[config.mk]
export PLATFORM = sky130hd
export DESIGN_NAME = cache_req_decode
export DESIGN_NICKNAME = d
export VERILOG_FILES = /design/src/cache_mem_pkg.sv /design/src/cache_req_decode.sv
export SDC_FILE = /design/constraint.sdc
export NUM_CORES = 1
export LEC_CHECK = 0
export BUFFER_PORTS_ARGS = -buffer_cell sky130_fd_sc_hd__buf_2
export CAP_MARGIN = 20
export CELL_PAD_IN_SITES_DETAIL_PLACEMENT = 0
export CELL_PAD_IN_SITES_GLOBAL_PLACEMENT = 1
export CORE_MARGIN = 10
export CORE_UTILIZATION = 12
export DETAILED_ROUTE_END_ITERATION = 10
export GPL_TIMING_DRIVEN = 0
export PLACE_DENSITY_LB_ADDON = 0.1
export SLEW_MARGIN = 10
export SYNTH_ARGS = -nofsm -noshare
export SYNTH_HDL_FRONTEND = slang
export SYNTH_SLANG_ARGS = --single-unit
export TNS_END_PERCENT = 10
[constraint.sdc]
create_clock -name vclk -period 1.4
set_input_delay 0.28 -clock vclk [all_inputs]
set_output_delay 0.28 -clock vclk [all_outputs]
set_load 0.02 [all_outputs]
[src/cache_mem_pkg.sv]
// fixed geometry of 32-bit words, 16-byte lines and 16 sets; only the way count is a module parameter
package cache_mem_pkg;

  ////////////////////////////////////////
  // cache geometry
  ////////////////////////////////////////

  parameter int XLEN       = 32;                 // core word width
  parameter int LINE_WORDS = 4;                  // words per line
  parameter int LINE_BITS  = XLEN * LINE_WORDS;  // 128
  parameter int SETS       = 16;                 // sets per way
  parameter int IDX_BITS   = $clog2(SETS);       // 4
  parameter int OFFS_BITS  = $clog2(LINE_WORDS); // word offset in line

  // address less index less 16-byte line offset
  parameter int TAG_BITS   = XLEN - IDX_BITS - $clog2(LINE_BITS / 8);

  parameter int DEF_WAYS   = 2;                  // default associativity

  ////////////////////////////////////////
  // vector types
  ////////////////////////////////////////

  // core data
  typedef logic [XLEN-1:0]           word_t;
  typedef logic [XLEN/8-1:0]         word_be_t;   // one bit per byte of a word

  // whole line, as stored per way
  typedef logic [LINE_BITS-1:0]      line_t;
  typedef logic [LINE_BITS/8-1:0]    line_be_t;   // byte enables over a line

  // address fields
  typedef logic [TAG_BITS-1:0]       tag_t;
  typedef logic [IDX_BITS-1:0]       idx_t;       // set index
  typedef logic [OFFS_BITS-1:0]      offs_t;      // word within line

endpackage

[src/cache_req_decode.sv]
// combinational; priority flush > fill > lookup > store, store fields must hold until wb_ack_o
`timescale 1ns/100ps

module cache_req_decode #(
  parameter int WAYS = cache_mem_pkg::DEF_WAYS
) (
  input  logic                    rreq_i,        // lookup request
  input  cache_mem_pkg::idx_t     rd_idx_i,
  input  logic                    fill_i,        // line fill from bus
  input  cache_mem_pkg::idx_t     fill_idx_i,
  input  logic [WAYS-1:0]         fill_way_i,    // one-hot
  input  cache_mem_pkg::line_t    fill_line_i,
  input  logic                    fill_dirty_i,
  input  logic                    wb_req_i,      // write buffer store
  input  cache_mem_pkg::idx_t     wb_idx_i,
  input  cache_mem_pkg::offs_t    wb_offs_i,
  input  cache_mem_pkg::word_be_t wb_be_i,
  input  cache_mem_pkg::word_t    wb_data_i,
  input  logic [WAYS-1:0]         wb_ways_hit_i,
  input  logic                    flush_i,

  output cache_mem_pkg::idx_t     arr_idx_o,     // shared array index
  output logic [WAYS-1:0]         tag_we_o,
  output logic [WAYS-1:0]         dirty_we_o,
  output logic                    dirty_val_o,
  output logic [WAYS-1:0]         line_we_o,
  output cache_mem_pkg::line_be_t line_be_o,
  output cache_mem_pkg::line_t    line_data_o,
  output logic                    lookup_o,      // lookup performed this cycle
  output logic                    wb_ack_o
);

  localparam int WORD_BYTES = cache_mem_pkg::XLEN / 8;

  logic                    store_go;   // store wins the arrays
  logic [WAYS-1:0]         store_we;
  cache_mem_pkg::line_be_t store_be;

  ////////////////////////////////////////
  // arbitration
  ////////////////////////////////////////

  // lookup loses to fill and flush
  assign lookup_o = rreq_i & ~fill_i & ~flush_i;

  // store only gets an idle cycle
  assign store_go = wb_req_i & ~flush_i & ~fill_i & ~rreq_i;
  assign wb_ack_o = store_go;

  // flush needs no index, fill first
  always_comb
  begin
    if (fill_i)
      arr_idx_o = fill_idx_i;
    else if (rreq_i)
      arr_idx_o = rd_idx_i;
    else
      arr_idx_o = wb_idx_i;
  end

  ////////////////////////////////////////
  // write enables and data
  ////////////////////////////////////////

  assign store_we   = {WAYS{store_go}} & wb_ways_hit_i;   // every hit way
  assign tag_we_o   = {WAYS{fill_i}} & fill_way_i;
  assign dirty_we_o = tag_we_o | store_we;
  assign line_we_o  = tag_we_o | store_we;

  assign dirty_val_o = fill_i ? fill_dirty_i : 1'b1;  // a store always dirties

  // place word enables at the addressed offset
  always_comb
  begin
    store_be = '0;
    for (int w = 0; w < cache_mem_pkg::LINE_WORDS; w++)
    begin
      if (wb_offs_i == cache_mem_pkg::offs_t'(w))
        store_be[w*WORD_BYTES +: WORD_BYTES] = wb_be_i;
    end
  end

  assign line_be_o   = fill_i ? {$bits(cache_mem_pkg::line_be_t){1'b1}} : store_be;
  assign line_data_o = fill_i ? fill_line_i
                              : {cache_mem_pkg::LINE_WORDS{wb_data_i}};  // word replicated

endmodule

==> impl_metrics.prom, run 1 <==
# TYPE chip_impl_metric gauge
chip_impl_info{name="synth_common_cells",value="260 x nand2_1, 33 x nand2b_1, 19 x buf_4"} 1
chip_impl_metric{name="io_pins",unit=""} 344
chip_impl_metric{name="placementRows",unit=""} 42
chip_impl_metric{name="n_sequential_cell",unit=""} 0
chip_impl_metric{name="combinationalPowerShare",unit="%"} 100.0
chip_impl_metric{name="io_buf_count",unit=""} 342
chip_impl_metric{name="internal_power",unit="mW"} 0.640
chip_impl_metric{name="num-fill-cells",unit=""} 1577
chip_impl_metric{name="wire_per_inst",unit="µm"} 17.2
chip_impl_metric{name="total_leakage_power",unit="nW"} 2.66
chip_impl_metric{name="power_density",unit="mW/mm²"} 441
chip_impl_metric{name="syn-cell-area",unit="mm²"} 0.00161
chip_impl_metric{name="chipWidth",unit="µm"} 136
chip_impl_metric{name="clock.fmax",unit="MHz"} 700
chip_impl_metric{name="irDropWorstVdd",unit="mV"} 0.144
chip_impl_info{name="outcome",value="finished, violations left"} 1
chip_impl_metric{name="final-max-slew-violation-count",unit=""} 0
chip_impl_metric{name="worstMarginPinSlew",unit="ns"} 0.318
chip_impl_metric{name="ys_types",unit=""} 15
chip_impl_metric{name="core_area",unit="mm²"} 0.0132
chip_impl_metric{name="setup-violations-final",unit=""} 3
chip_impl_metric{name="die-area",unit="mm²"} 0.0185
chip_impl_info{name="post-synth-top-area-cell",value="nand2_1"} 1
chip_impl_metric{name="area_growth",unit="%"} 130
chip_impl_info{name="rsz0062_at_grt",value="true"} 1
chip_impl_metric{name="detail_route.iter0.violations",unit=""} 69
chip_impl_metric{name="yosysWarningCount",unit=""} 0
chip_impl_info{name="crit_type",value="in -> out"} 1
chip_impl_metric{name="cp_data_arrival_time",unit="ns"} 1.15
chip_impl_info{name="hold_path.class",value="in -> out"} 1
chip_impl_metric{name="finalHoldViolCount",unit=""} 0
chip_impl_metric{name="synth_fp_nets",unit=""} 537
chip_impl_metric{name="pin_count_of_the_biggest_net_entering_global_routing",unit=""} 11
chip_impl_metric{name="placed_cells",unit=""} 868
chip_impl_metric{name="sequentialPowerShare",unit="%"} 0
chip_impl_info{name="cp-start-kind",value="input pin"} 1
chip_impl_metric{name="postRouteWirelength",unit="µm"} 15000
chip_impl_metric{name="cts.hold.buffers_added",unit=""} 0
chip_impl_metric{name="timing.critical_path.required",unit="ns"} 1.12
chip_impl_metric{name="sequential_cell_area",unit="µm²"} 0
chip_impl_metric{name="layout.cells.non_filler",unit=""} 870
chip_impl_metric{name="drive_gt1_share",unit="%"} 55.0
chip_impl_metric{name="postSynthCellCount",unit=""} 350
chip_impl_metric{name="finalCriticalPeriod",unit="ns"} 1.43
chip_impl_metric{name="dp_slack",unit="ns"} -0.240
chip_impl_metric{name="grt_first_pass_wirelength",unit="µm"} 20500
chip_impl_metric{name="place_hpwl",unit="µm"} 13200
chip_impl_metric{name="die_h",unit="µm"} 136
chip_impl_metric{name="worst_case_setup_margin_in_the_final_layout",unit="ns"} -0.0279
chip_impl_metric{name="initial_core_util",unit="%"} 12.2
chip_impl_metric{name="multi_input_area",unit="mm²"} 0.00150
chip_impl_metric{name="grt_pass1_vias",unit=""} 3552
chip_impl_metric{name="antenna_violations_before_repair",unit=""} 1
chip_impl_info{name="min-delay-start",value="flush_i"} 1
chip_impl_metric{name="sw_frac_of_total",unit="%"} 60.9
chip_impl_metric{name="antenna_left",unit=""} 0
chip_impl_metric{name="design_power",unit="mW"} 1.64
chip_impl_metric{name="synthesis.area_per_instance",unit="µm²"} 4.61
chip_impl_metric{name="synth.top_cell.area_share",unit="%"} 60.5
chip_impl_info{name="library_cell_with_the_highest_instance_count_after_synthesis",value="nand2_1"} 1
chip_impl_metric{name="nets",unit=""} 882
chip_impl_metric{name="switching_power",unit="mW"} 0.996
chip_impl_metric{name="clkPwrFrac",unit="%"} 0
chip_impl_metric{name="max_cap_viol_count",unit=""} 0
chip_impl_metric{name="maxSlewHeadroom",unit="%"} 78.7
chip_impl_metric{name="detail_route.vias_per_cell",unit=""} 3.95
chip_impl_metric{name="drt_drc",unit=""} 0
chip_impl_metric{name="grt.total_usage",unit="%"} 13.9
chip_impl_info{name="failed_checks",value="setup timing"} 1
chip_impl_metric{name="sequential_share_of_the_synthesized_area",unit="%"} 0
chip_impl_metric{name="final_min_period_over_clock_period",unit="%"} 102
chip_impl_info{name="synthTopCellsByArea",value="nand2_1 60%, nand2b_1 13%, buf_4 8.8%"} 1
chip_impl_metric{name="grt_remaining_overflow",unit=""} 0
chip_impl_metric{name="vias",unit=""} 3436
chip_impl_info{name="worstHoldEndpoint",value="lookup_o"} 1
chip_impl_metric{name="critical_path_peak_fanout",unit=""} 5
chip_impl_metric{name="drt_pre_antenna_iters",unit=""} 4
chip_impl_metric{name="clock_buffers",unit=""} 0
chip_impl_metric{name="min_path_cells",unit=""} 3
chip_impl_info{name="endpoint_kind",value="output port"} 1
chip_impl_metric{name="gp_congestion",unit=""} 0.910
final cells by class:
| cell class | count | area share [%] |
|---|---|---|
| buffer | 24 | 6.50 |
| antenna | 1 | 0.0674 |
| timing repair buffer | 343 | 47.3 |
| multi-input combinational | 326 | 40.2 |
| tap | 176 | 5.93 |
power groups by stage:
stage                     sequential, mW    clock (mW)  combinational [mW]
final                                  0  0.0000000955                1.64
after global routing                   0  0.0000000955                1.78
after CTS                              0             0                1.64
after detailed placement               0             0                1.61
after global placement                 0             0                1.62
after floorplan                        0             0               0.867
how the worst max path moves through the flow:
stage,slack [ns],to,from,cells past startpoint
finish,-0.03,line_we_o[0],fill_i,5
global route,-0.06,line_we_o[0],fill_i,5
CTS,-0.03,line_we_o[1],fill_i,5
detailed placement,-0.24,line_data_o[84],fill_i,5
global placement,-0.26,line_data_o[84],fill_i,5
floorplan,-0.17,line_we_o[0],fill_i,4
layer usage:
metal	GRT usage, %	vias to the layer above	wire [µm]
met5	0	-	0
met4	1.95	0	223
met3	5.02	10	1730
met2	28.4	196	8000
met1	13.0	1479	5010
li1	-	1751	-
cell usage in the layout (no fill, tap or decap):
| master | n |
|---|---|
| buf_6 | 16 |
| nand2_1 | 260 |
| nor4b_4 | 1 |
| a21o_1 | 14 |
| nand2b_1 | 24 |
| buf_12 | 1 |
| nor2b_1 | 2 |
| clkbuf_2 | 1 |
| and2_1 | 2 |
| buf_4 | 5 |
| a31o_2 | 4 |
| diode_2 | 1 |
| o21ai_0 | 4 |
| mux2i_1 | 4 |
| nor3b_1 | 1 |
| nor2_1 | 1 |
| buf_8 | 1 |
| buf_2 | 341 |
| nand2b_2 | 3 |
| clkbuf_16 | 1 |
| clkbuf_4 | 1 |
| nand2b_4 | 6 |
timing repair:
item | 4_1_cts | 5_1_grt
pin swaps | 2 | 3
setup endpoints to repair | 104 | 79
resized for setup | 17 | 15
cloned | 0 | 1
buffers inserted | 0 | 0
worst max-delay path, cell delays in order:
cell and delay, ns:
buf_12 0.11, nor4b_4 0.33, a21o_1 0.21, buf_6 0.11, buf_6 0.10
stage by stage:
step / utilization (%) / hold slack (ns) / cell area (µm²) / setup TNS (ns)
2_1_floorplan: - / 0.605 / 1630 / -0.361
3_3_place_gp: 27.0 / 0.873 / 3560 / -13.19
3_5_place_dp: 27.0 / 0.878 / 3560 / -12.63
4_1_cts: 27.5 / 0.830 / 3620 / -0.0362
5_1_grt: 28.2 / 0.841 / 3710 / -0.543
6_report: 28.2 / 0.827 / 3710 / -0.0378
kinds of logic (layout without fill, tap and decap cells):
| group | after synthesis | count (layout) | share of synthesized area [%] |
|---|---|---|---|
| and+or+nand+nor | 300 | 300 | 77.0 |
| other | 0 | 1 | 0 |
| muxes | 4 | 4 | 2.48 |
| AOI/OAI and AO/OA | 22 | 22 | 9.92 |
| buffers and inverters | 24 | 367 | 10.6 |
Power figures use the tool's default switching activity.
==> inputs of run 2 (changes only) <==
--- a/config.mk
+++ b/config.mk
@@ -5,14 +5,16 @@
 export SDC_FILE = /design/constraint.sdc
 export NUM_CORES = 1
 export LEC_CHECK = 0
+export ABC_AREA = 1
 export BUFFER_PORTS_ARGS = -buffer_cell sky130_fd_sc_hd__buf_2
 export CAP_MARGIN = 20
 export CELL_PAD_IN_SITES_DETAIL_PLACEMENT = 0
 export CELL_PAD_IN_SITES_GLOBAL_PLACEMENT = 1
 export CORE_MARGIN = 10
-export CORE_UTILIZATION = 12
+export CORE_UTILIZATION = 11
 export DETAILED_ROUTE_END_ITERATION = 10
 export GPL_TIMING_DRIVEN = 0
+export MAX_ROUTING_LAYER = met4
 export PLACE_DENSITY_LB_ADDON = 0.1
 export SLEW_MARGIN = 10
 export SYNTH_ARGS = -nofsm -noshare
==> run 2 against run 1 <==
Compared with the run above:
- the flow now finishes without violations
- combinational power decreased by 3%
- non-clock buffer count fell by 1
- critical path depth is 1 higher
- utilization is 1.3 points lower
- final cell count up 2.3%
- fmax increased by 6.1%
- synthesized cell count grew 5.4%
==> impl_metrics.prom, run 2 <==
# TYPE chip_impl_metric gauge
chip_impl_info{name="hold_path.class",value="in -> out"} 1
chip_impl_metric{name="clkPwrFrac",unit="%"} 0
chip_impl_metric{name="sw_frac_of_total",unit="%"} 62.8
chip_impl_metric{name="sequential_share_of_the_synthesized_area",unit="%"} 0
chip_impl_metric{name="clock.fmax",unit="MHz"} 743
chip_impl_metric{name="finalHoldViolCount",unit=""} 0
chip_impl_metric{name="synthesis.area_per_instance",unit="µm²"} 4.03
chip_impl_metric{name="maxSlewHeadroom",unit="%"} 85.0
chip_impl_metric{name="num-fill-cells",unit=""} 1608
chip_impl_metric{name="placed_cells",unit=""} 888
chip_impl_metric{name="synth_fp_nets",unit=""} 556
chip_impl_metric{name="wire_per_inst",unit="µm"} 16.7
chip_impl_info{name="endpoint_kind",value="output port"} 1
chip_impl_metric{name="vias",unit=""} 3491
chip_impl_metric{name="chipWidth",unit="µm"} 136
chip_impl_metric{name="place_hpwl",unit="µm"} 13100
chip_impl_info{name="critical_path.slowest_cell",value="nor2_4"} 1
chip_impl_metric{name="grt_pass1_vias",unit=""} 3516
chip_impl_metric{name="io_pins",unit=""} 344
chip_impl_info{name="crit_type",value="in -> out"} 1
chip_impl_metric{name="multi_input_area",unit="mm²"} 0.00133
chip_impl_metric{name="grt_first_pass_wirelength",unit="µm"} 20600
chip_impl_metric{name="grt_remaining_overflow",unit=""} 0
chip_impl_metric{name="total_leakage_power",unit="nW"} 2.59
chip_impl_metric{name="die-area",unit="mm²"} 0.0186
chip_impl_metric{name="combinationalPowerShare",unit="%"} 100.0
chip_impl_metric{name="power_density",unit="mW/mm²"} 447
chip_impl_metric{name="gp_congestion",unit=""} 0.845
chip_impl_metric{name="antenna_left",unit=""} 0
chip_impl_metric{name="critical_path_peak_fanout",unit=""} 7
chip_impl_metric{name="irDropWorstVdd",unit="mV"} 0.131
chip_impl_metric{name="drt_drc",unit=""} 0
chip_impl_metric{name="cp_data_arrival_time",unit="ns"} 1.07
chip_impl_metric{name="n_sequential_cell",unit=""} 0
chip_impl_metric{name="setup-violations-final",unit=""} 0
chip_impl_metric{name="clock_buffers",unit=""} 0
chip_impl_metric{name="postRouteWirelength",unit="µm"} 14900
chip_impl_metric{name="final-max-slew-violation-count",unit=""} 0
chip_impl_info{name="critical-path-top-cell-by-count",value="buf_4"} 1
chip_impl_metric{name="syn-cell-area",unit="mm²"} 0.00149
chip_impl_metric{name="detail_route.iter0.violations",unit=""} 104
chip_impl_info{name="cp-start-kind",value="input pin"} 1
chip_impl_metric{name="initial_core_util",unit="%"} 11.2
chip_impl_metric{name="yosysWarningCount",unit=""} 0
chip_impl_metric{name="detail_route.vias_per_cell",unit=""} 3.92
chip_impl_metric{name="placementRows",unit=""} 42
chip_impl_metric{name="cts.hold.buffers_added",unit=""} 0
chip_impl_metric{name="grt.total_usage",unit="%"} 14.4
chip_impl_metric{name="synth.top_cell.area_share",unit="%"} 77.3
chip_impl_info{name="final_common_cell",value="buf_2"} 1
chip_impl_info{name="synth_common_cells",value="306 x nand2_1, 16 x o21ai_0, 12 x buf_4"} 1
chip_impl_metric{name="max_cap_viol_count",unit=""} 0
chip_impl_info{name="rsz0062_at_grt",value="true"} 1
chip_impl_metric{name="design_power",unit="mW"} 1.59
chip_impl_metric{name="sequentialPowerShare",unit="%"} 0
chip_impl_metric{name="drt_pre_antenna_iters",unit=""} 4
chip_impl_metric{name="sequential_cell_area",unit="µm²"} 0
chip_impl_info{name="library_cell_with_the_highest_instance_count_after_synthesis",value="nand2_1"} 1
chip_impl_metric{name="finalCriticalPeriod",unit="ns"} 1.35
chip_impl_metric{name="ys_types",unit=""} 10
chip_impl_metric{name="pin_count_of_the_biggest_net_entering_global_routing",unit=""} 11
chip_impl_metric{name="io_buf_count",unit=""} 343
chip_impl_metric{name="final_min_period_over_clock_period",unit="%"} 96.1
chip_impl_info{name="crit_path_cell_trace",value="clkbuf_4 > nor2_4 > nand3_2 > nand2_2 > buf_4 > buf_4"} 1
chip_impl_metric{name="layout.cells.non_filler",unit=""} 890
chip_impl_metric{name="internal_power",unit="mW"} 0.591
chip_impl_metric{name="timing.critical_path.required",unit="ns"} 1.12
chip_impl_metric{name="postSynthCellCount",unit=""} 369
chip_impl_metric{name="worstMarginPinSlew",unit="ns"} 0.225
chip_impl_info{name="post-synth-top-area-cell",value="nand2_1"} 1
chip_impl_info{name="outcome",value="complete, no violations"} 1
chip_impl_metric{name="timing.critical_path.slowest_cell_delay",unit="ns"} 0.19
chip_impl_metric{name="die_h",unit="µm"} 136
chip_impl_info{name="final_cell_mix",value="343 x buf_2, 298 x nand2_1, 16 x o21ai_0"} 1
chip_impl_info{name="min-delay-start",value="flush_i"} 1
chip_impl_metric{name="nets",unit=""} 902
chip_impl_metric{name="area_growth",unit="%"} 139
chip_impl_info{name="worst_setup_path_startpoint",value="rreq_i"} 1
chip_impl_info{name="synthTopCellsByArea",value="nand2_1 77%, buf_4 6.1%, o21ai_0 5.4%"} 1
chip_impl_metric{name="antenna_violations_before_repair",unit=""} 1
chip_impl_metric{name="core_area",unit="mm²"} 0.0132
chip_impl_metric{name="drive_gt1_share",unit="%"} 53.0
chip_impl_metric{name="switching_power",unit="mW"} 0.996
[run 2: cell types whose count changed in the layout (fill, tap and decap cells not counted), sizes merged, moves of 3 or more]
| cell | change |
|---|---|
| a21o | -14 |
| a31o | -4 |
| inv | +10 |
| mux2i | -4 |
| nand2 | +46 |
| nand2b | -33 |
| nand3 | +10 |
| nor2 | +3 |
| o21ai | +12 |
[run 2: final cells by class]
class | count | share of cell area (%)
tap | 176 | 6.20
antenna | 1 | 0.0705
inverter | 10 | 1.27
multi-input combinational | 337 | 37.5
buffer | 22 | 5.95
timing repair buffer | 344 | 49.0
[run 2: metal layers]
layer / routed length, µm / share of wire, % / global-route usage [%] / up-vias
li1: - / - / - / 1798
met1: 5450 / 37 / 14.8 / 1491
met2: 8030 / 54 / 28.6 / 202
met3: 1390 / 9.3 / 3.14 / 0
met4: 0 / 0 / 0 / 0
met5: 0 / 0 / - / -
[run 2: worst paths after layout]
| check | end | slack [ns] | cells after the start |
|---|---|---|---|
| worst max-delay path | line_we_o[0] | 0.05 | 6 |
| worst min-delay path | lookup_o | 0.83 | 3 |
[run 2: through the flow]
stage / area (µm²) / hold WS (ns) / setup WS, ns / utilization, % / TNS [ns]
after floorplan: 1490 / 0.640 / 0.0161 / - / 0
after global placement: 3420 / 0.832 / -0.246 / 25.9 / -1.58
after detailed placement: 3420 / 0.833 / -0.228 / 25.9 / -2.24
after CTS: 3480 / 0.834 / -0.0216 / 26.3 / -0.0230
after global routing: 3550 / 0.838 / -0.0226 / 26.8 / -0.0425
final: 3550 / 0.831 / 0.0548 / 26.8 / 0
[run 2: logic make-up after synthesis]
kind of cell / share of synthesized area, %
AOI/OAI and AO/OA: 5.39
buffers and inverters: 12.5
and+or+nand+nor: 82.1
[run 2: critical path, delay by kind of cell]
| kind | cells | cell delay [ns] |
|---|---|---|
| buffers and inverters | 3 | 0.38 |
| AND/OR/NAND/NOR | 3 | 0.40 |
[run 2: power groups by stage]
| stage | sequential [mW] | combinational [mW] | clock, mW |
|---|---|---|---|
| after global routing | 0 | 1.73 | 0.0000000954 |
| final | 0 | 1.59 | 0.0000000955 |
| after global placement | 0 | 1.58 | 0 |
| after detailed placement | 0 | 1.57 | 0 |
| after floorplan | 0 | 0.833 | 0 |
| after CTS | 0 | 1.60 | 0 |
[run 2: timing repair]
item	in CTS	in global routing
pin swaps	0	2
resized for setup	18	19
setup endpoints to repair	98	81
buffers inserted	0	1
==> inputs of run 3 (changes only) <==
--- a/config.mk
+++ b/config.mk
@@ -15,7 +15,7 @@
 export DETAILED_ROUTE_END_ITERATION = 10
 export GPL_TIMING_DRIVEN = 0
 export MAX_ROUTING_LAYER = met4
-export PLACE_DENSITY_LB_ADDON = 0.1
+export PLACE_DENSITY = 0.94
 export SLEW_MARGIN = 10
 export SYNTH_ARGS = -nofsm -noshare
 export SYNTH_HDL_FRONTEND = slang
==> run 3 against run 2 <==
Compared with the run above:
- utilization is essentially flat
- first-iteration DRC count increased by 64%
- wire length is 6.1% lower
- sequential cell count unchanged
- final cell count rose by 0.22%
- setup slack got worse by 0.015 ns
- combinational power hardly changed
- clock-buffer cell count unchanged
- die area unchanged
- critical path depth unchanged
- non-clock buffer count increased by 2
- global-route usage decreased by 1.1 points
- critical path type unchanged
- critical endpoint is now line_data_o[108]
- largest power group unchanged
- highest routed layer is now met4
==> impl_metrics.prom, run 3 (synthesized netlist as in run 2, its figures left out) <==
# TYPE chip_impl_metric gauge
chip_impl_metric{name="clock_buffers",unit=""} 0
chip_impl_metric{name="grt_remaining_overflow",unit=""} 0
chip_impl_metric{name="initial_core_util",unit="%"} 11.2
chip_impl_metric{name="combinationalPowerShare",unit="%"} 100.0
chip_impl_metric{name="critical_path_peak_fanout",unit=""} 10
chip_impl_metric{name="stdcell_area",unit="mm²"} 0.00355
chip_impl_metric{name="placementRows",unit=""} 42
chip_impl_metric{name="timing.critical_path.required",unit="ns"} 1.12
chip_impl_metric{name="maxSlewHeadroom",unit="%"} 83.5
chip_impl_metric{name="sequentialPowerShare",unit="%"} 0
chip_impl_metric{name="cp_data_arrival_time",unit="ns"} 1.08
chip_impl_metric{name="antenna_left",unit=""} 0
chip_impl_metric{name="power_density",unit="mW/mm²"} 447
chip_impl_info{name="hold_path.class",value="in -> out"} 1
chip_impl_metric{name="area_growth",unit="%"} 139
chip_impl_metric{name="sw_frac_of_total",unit="%"} 62.8
chip_impl_metric{name="wire_per_inst",unit="µm"} 15.6
chip_impl_metric{name="final-max-slew-violation-count",unit=""} 0
chip_impl_metric{name="worstMarginPinSlew",unit="ns"} 0.246
chip_impl_metric{name="internal_power",unit="mW"} 0.590
chip_impl_metric{name="switching_power",unit="mW"} 0.997
chip_impl_metric{name="drt_drc",unit=""} 0
chip_impl_info{name="outcome",value="complete, no violations"} 1
chip_impl_metric{name="drt_pre_antenna_iters",unit=""} 5
chip_impl_info{name="rsz0062_at_grt",value="true"} 1
chip_impl_metric{name="sequential_cell_area",unit="µm²"} 0
chip_impl_metric{name="nets",unit=""} 904
chip_impl_metric{name="place_hpwl",unit="µm"} 12300
chip_impl_metric{name="finalCriticalPeriod",unit="ns"} 1.36
chip_impl_metric{name="postRouteWirelength",unit="µm"} 14000
chip_impl_metric{name="grt_pass1_vias",unit=""} 3621
chip_impl_info{name="cp-start-kind",value="input pin"} 1
chip_impl_metric{name="grt.total_usage",unit="%"} 13.3
chip_impl_metric{name="clkPwrFrac",unit="%"} 0
chip_impl_metric{name="core_area",unit="mm²"} 0.0132
chip_impl_metric{name="total_leakage_power",unit="nW"} 2.59
chip_impl_metric{name="irDropWorstVdd",unit="mV"} 0.170
chip_impl_metric{name="detail_route.vias_per_cell",unit=""} 4.00
chip_impl_metric{name="io_pins",unit=""} 344
chip_impl_metric{name="chipWidth",unit="µm"} 136
chip_impl_info{name="endpoint_kind",value="output port"} 1
chip_impl_metric{name="clock.fmax",unit="MHz"} 735
chip_impl_metric{name="io_buf_count",unit=""} 343
chip_impl_metric{name="final_min_period_over_clock_period",unit="%"} 97.1
chip_impl_metric{name="die_h",unit="µm"} 136
chip_impl_metric{name="drive_gt1_share",unit="%"} 52.7
chip_impl_metric{name="max_cap_viol_count",unit=""} 0
chip_impl_info{name="crit_type",value="in -> out"} 1
chip_impl_info{name="final_cell_mix",value="345 x buf_2, 301 x nand2_1, 16 x o21ai_0"} 1
chip_impl_metric{name="detail_route.iter0.violations",unit=""} 171
chip_impl_metric{name="vias",unit=""} 3564
chip_impl_metric{name="placedInstanceArea",unit="mm²"} 0.00342
chip_impl_metric{name="antenna_violations_before_repair",unit=""} 1
chip_impl_metric{name="pin_count_of_the_biggest_net_entering_global_routing",unit=""} 11
chip_impl_metric{name="setup-violations-final",unit=""} 0
chip_impl_metric{name="finalHoldViolCount",unit=""} 0
chip_impl_metric{name="grt_first_pass_wirelength",unit="µm"} 19500
chip_impl_metric{name="n_sequential_cell",unit=""} 0
chip_impl_metric{name="timing.setup.tns",unit="ns"} 0
chip_impl_metric{name="num-fill-cells",unit=""} 1560
chip_impl_metric{name="gp_congestion",unit=""} 0.926
chip_impl_metric{name="die-area",unit="mm²"} 0.0186
chip_impl_info{name="final_common_cell",value="buf_2"} 1
-- run 3: changes by cell type in the layout (fill, tap and decap cells not counted), moves of 2 or more --
cell      before  now
nand2_1      298  301
clkbuf_4       4    1
nand2_2        8    5
buf_2        343  345
buf_4          7   10
-- run 3: metrics by stage --
stage	total power [mW]	worst slack, ns	hold WS, ns	util (%)	cells
CTS	1.59	0.00962	0.837	26.3	888
global route	1.73	-0.0280	0.874	26.8	892
finish	1.59	0.0401	0.847	26.8	892
floorplan	0.833	0.0161	0.640	-	369
global placement	1.56	-0.177	0.836	25.9	888
detailed placement	1.56	-0.156	0.835	25.9	888
-- run 3: layout make-up --
cell class | count | area [µm²] | area share [%]
Buffer | 22 | 208 | 5.86
Inverter | 10 | 45.0 | 1.27
Tap cell | 176 | 220 | 6.21
Timing Repair Buffer | 346 | 1750 | 49.3
Multi-Input combinational cell | 337 | 1320 | 37.3
Antenna cell | 1 | 2.50 | 0.0705
-- run 3: critical path, cell delays in order --
cell	delay, ns
buf_8	0.13
inv_8	0.11
buf_6	0.15
nand2_1	0.14
nand2_1	0.10
buf_2	0.16
-- run 3: metal layers --
metal  global-route usage [%]  vias to the layer above  part of all wire [%]
met5                        -                        -                     0
li1                         -                     1801                     -
met4                     1.54                        0                   1.3
met3                     2.95                       14                    11
met1                     15.6                     1510                    39
met2                     23.3                      239                    49
-- run 3: worst paths after layout --
| check | startpoint | endpoint | slack [ns] | depth (start not counted) |
|---|---|---|---|---|
| worst max-delay path | fill_i | line_data_o[108] | 0.04 | 6 |
| worst min-delay path | flush_i | lookup_o | 0.85 | 3 |
-- run 3: repair_timing --
| action | in CTS | in global routing |
|---|---|---|
| endpoints found under the setup margin | 131 | 60 |
| setup buffers | 0 | 3 |
| hold buffers | 0 | 0 |
| endpoints found under the hold margin | 0 | 0 |
| resized for setup | 19 | 12 |
| pin swaps | 0 | 1 |
-- run 3: power by group through the flow --
stage	Combinational [mW]	Sequential (mW)	Clock, mW
global route	1.73	0	0.0000000955
finish	1.59	0	0.0000000955
detailed placement	1.56	0	0
floorplan	0.833	0	0
global placement	1.56	0	0
CTS	1.59	0	0
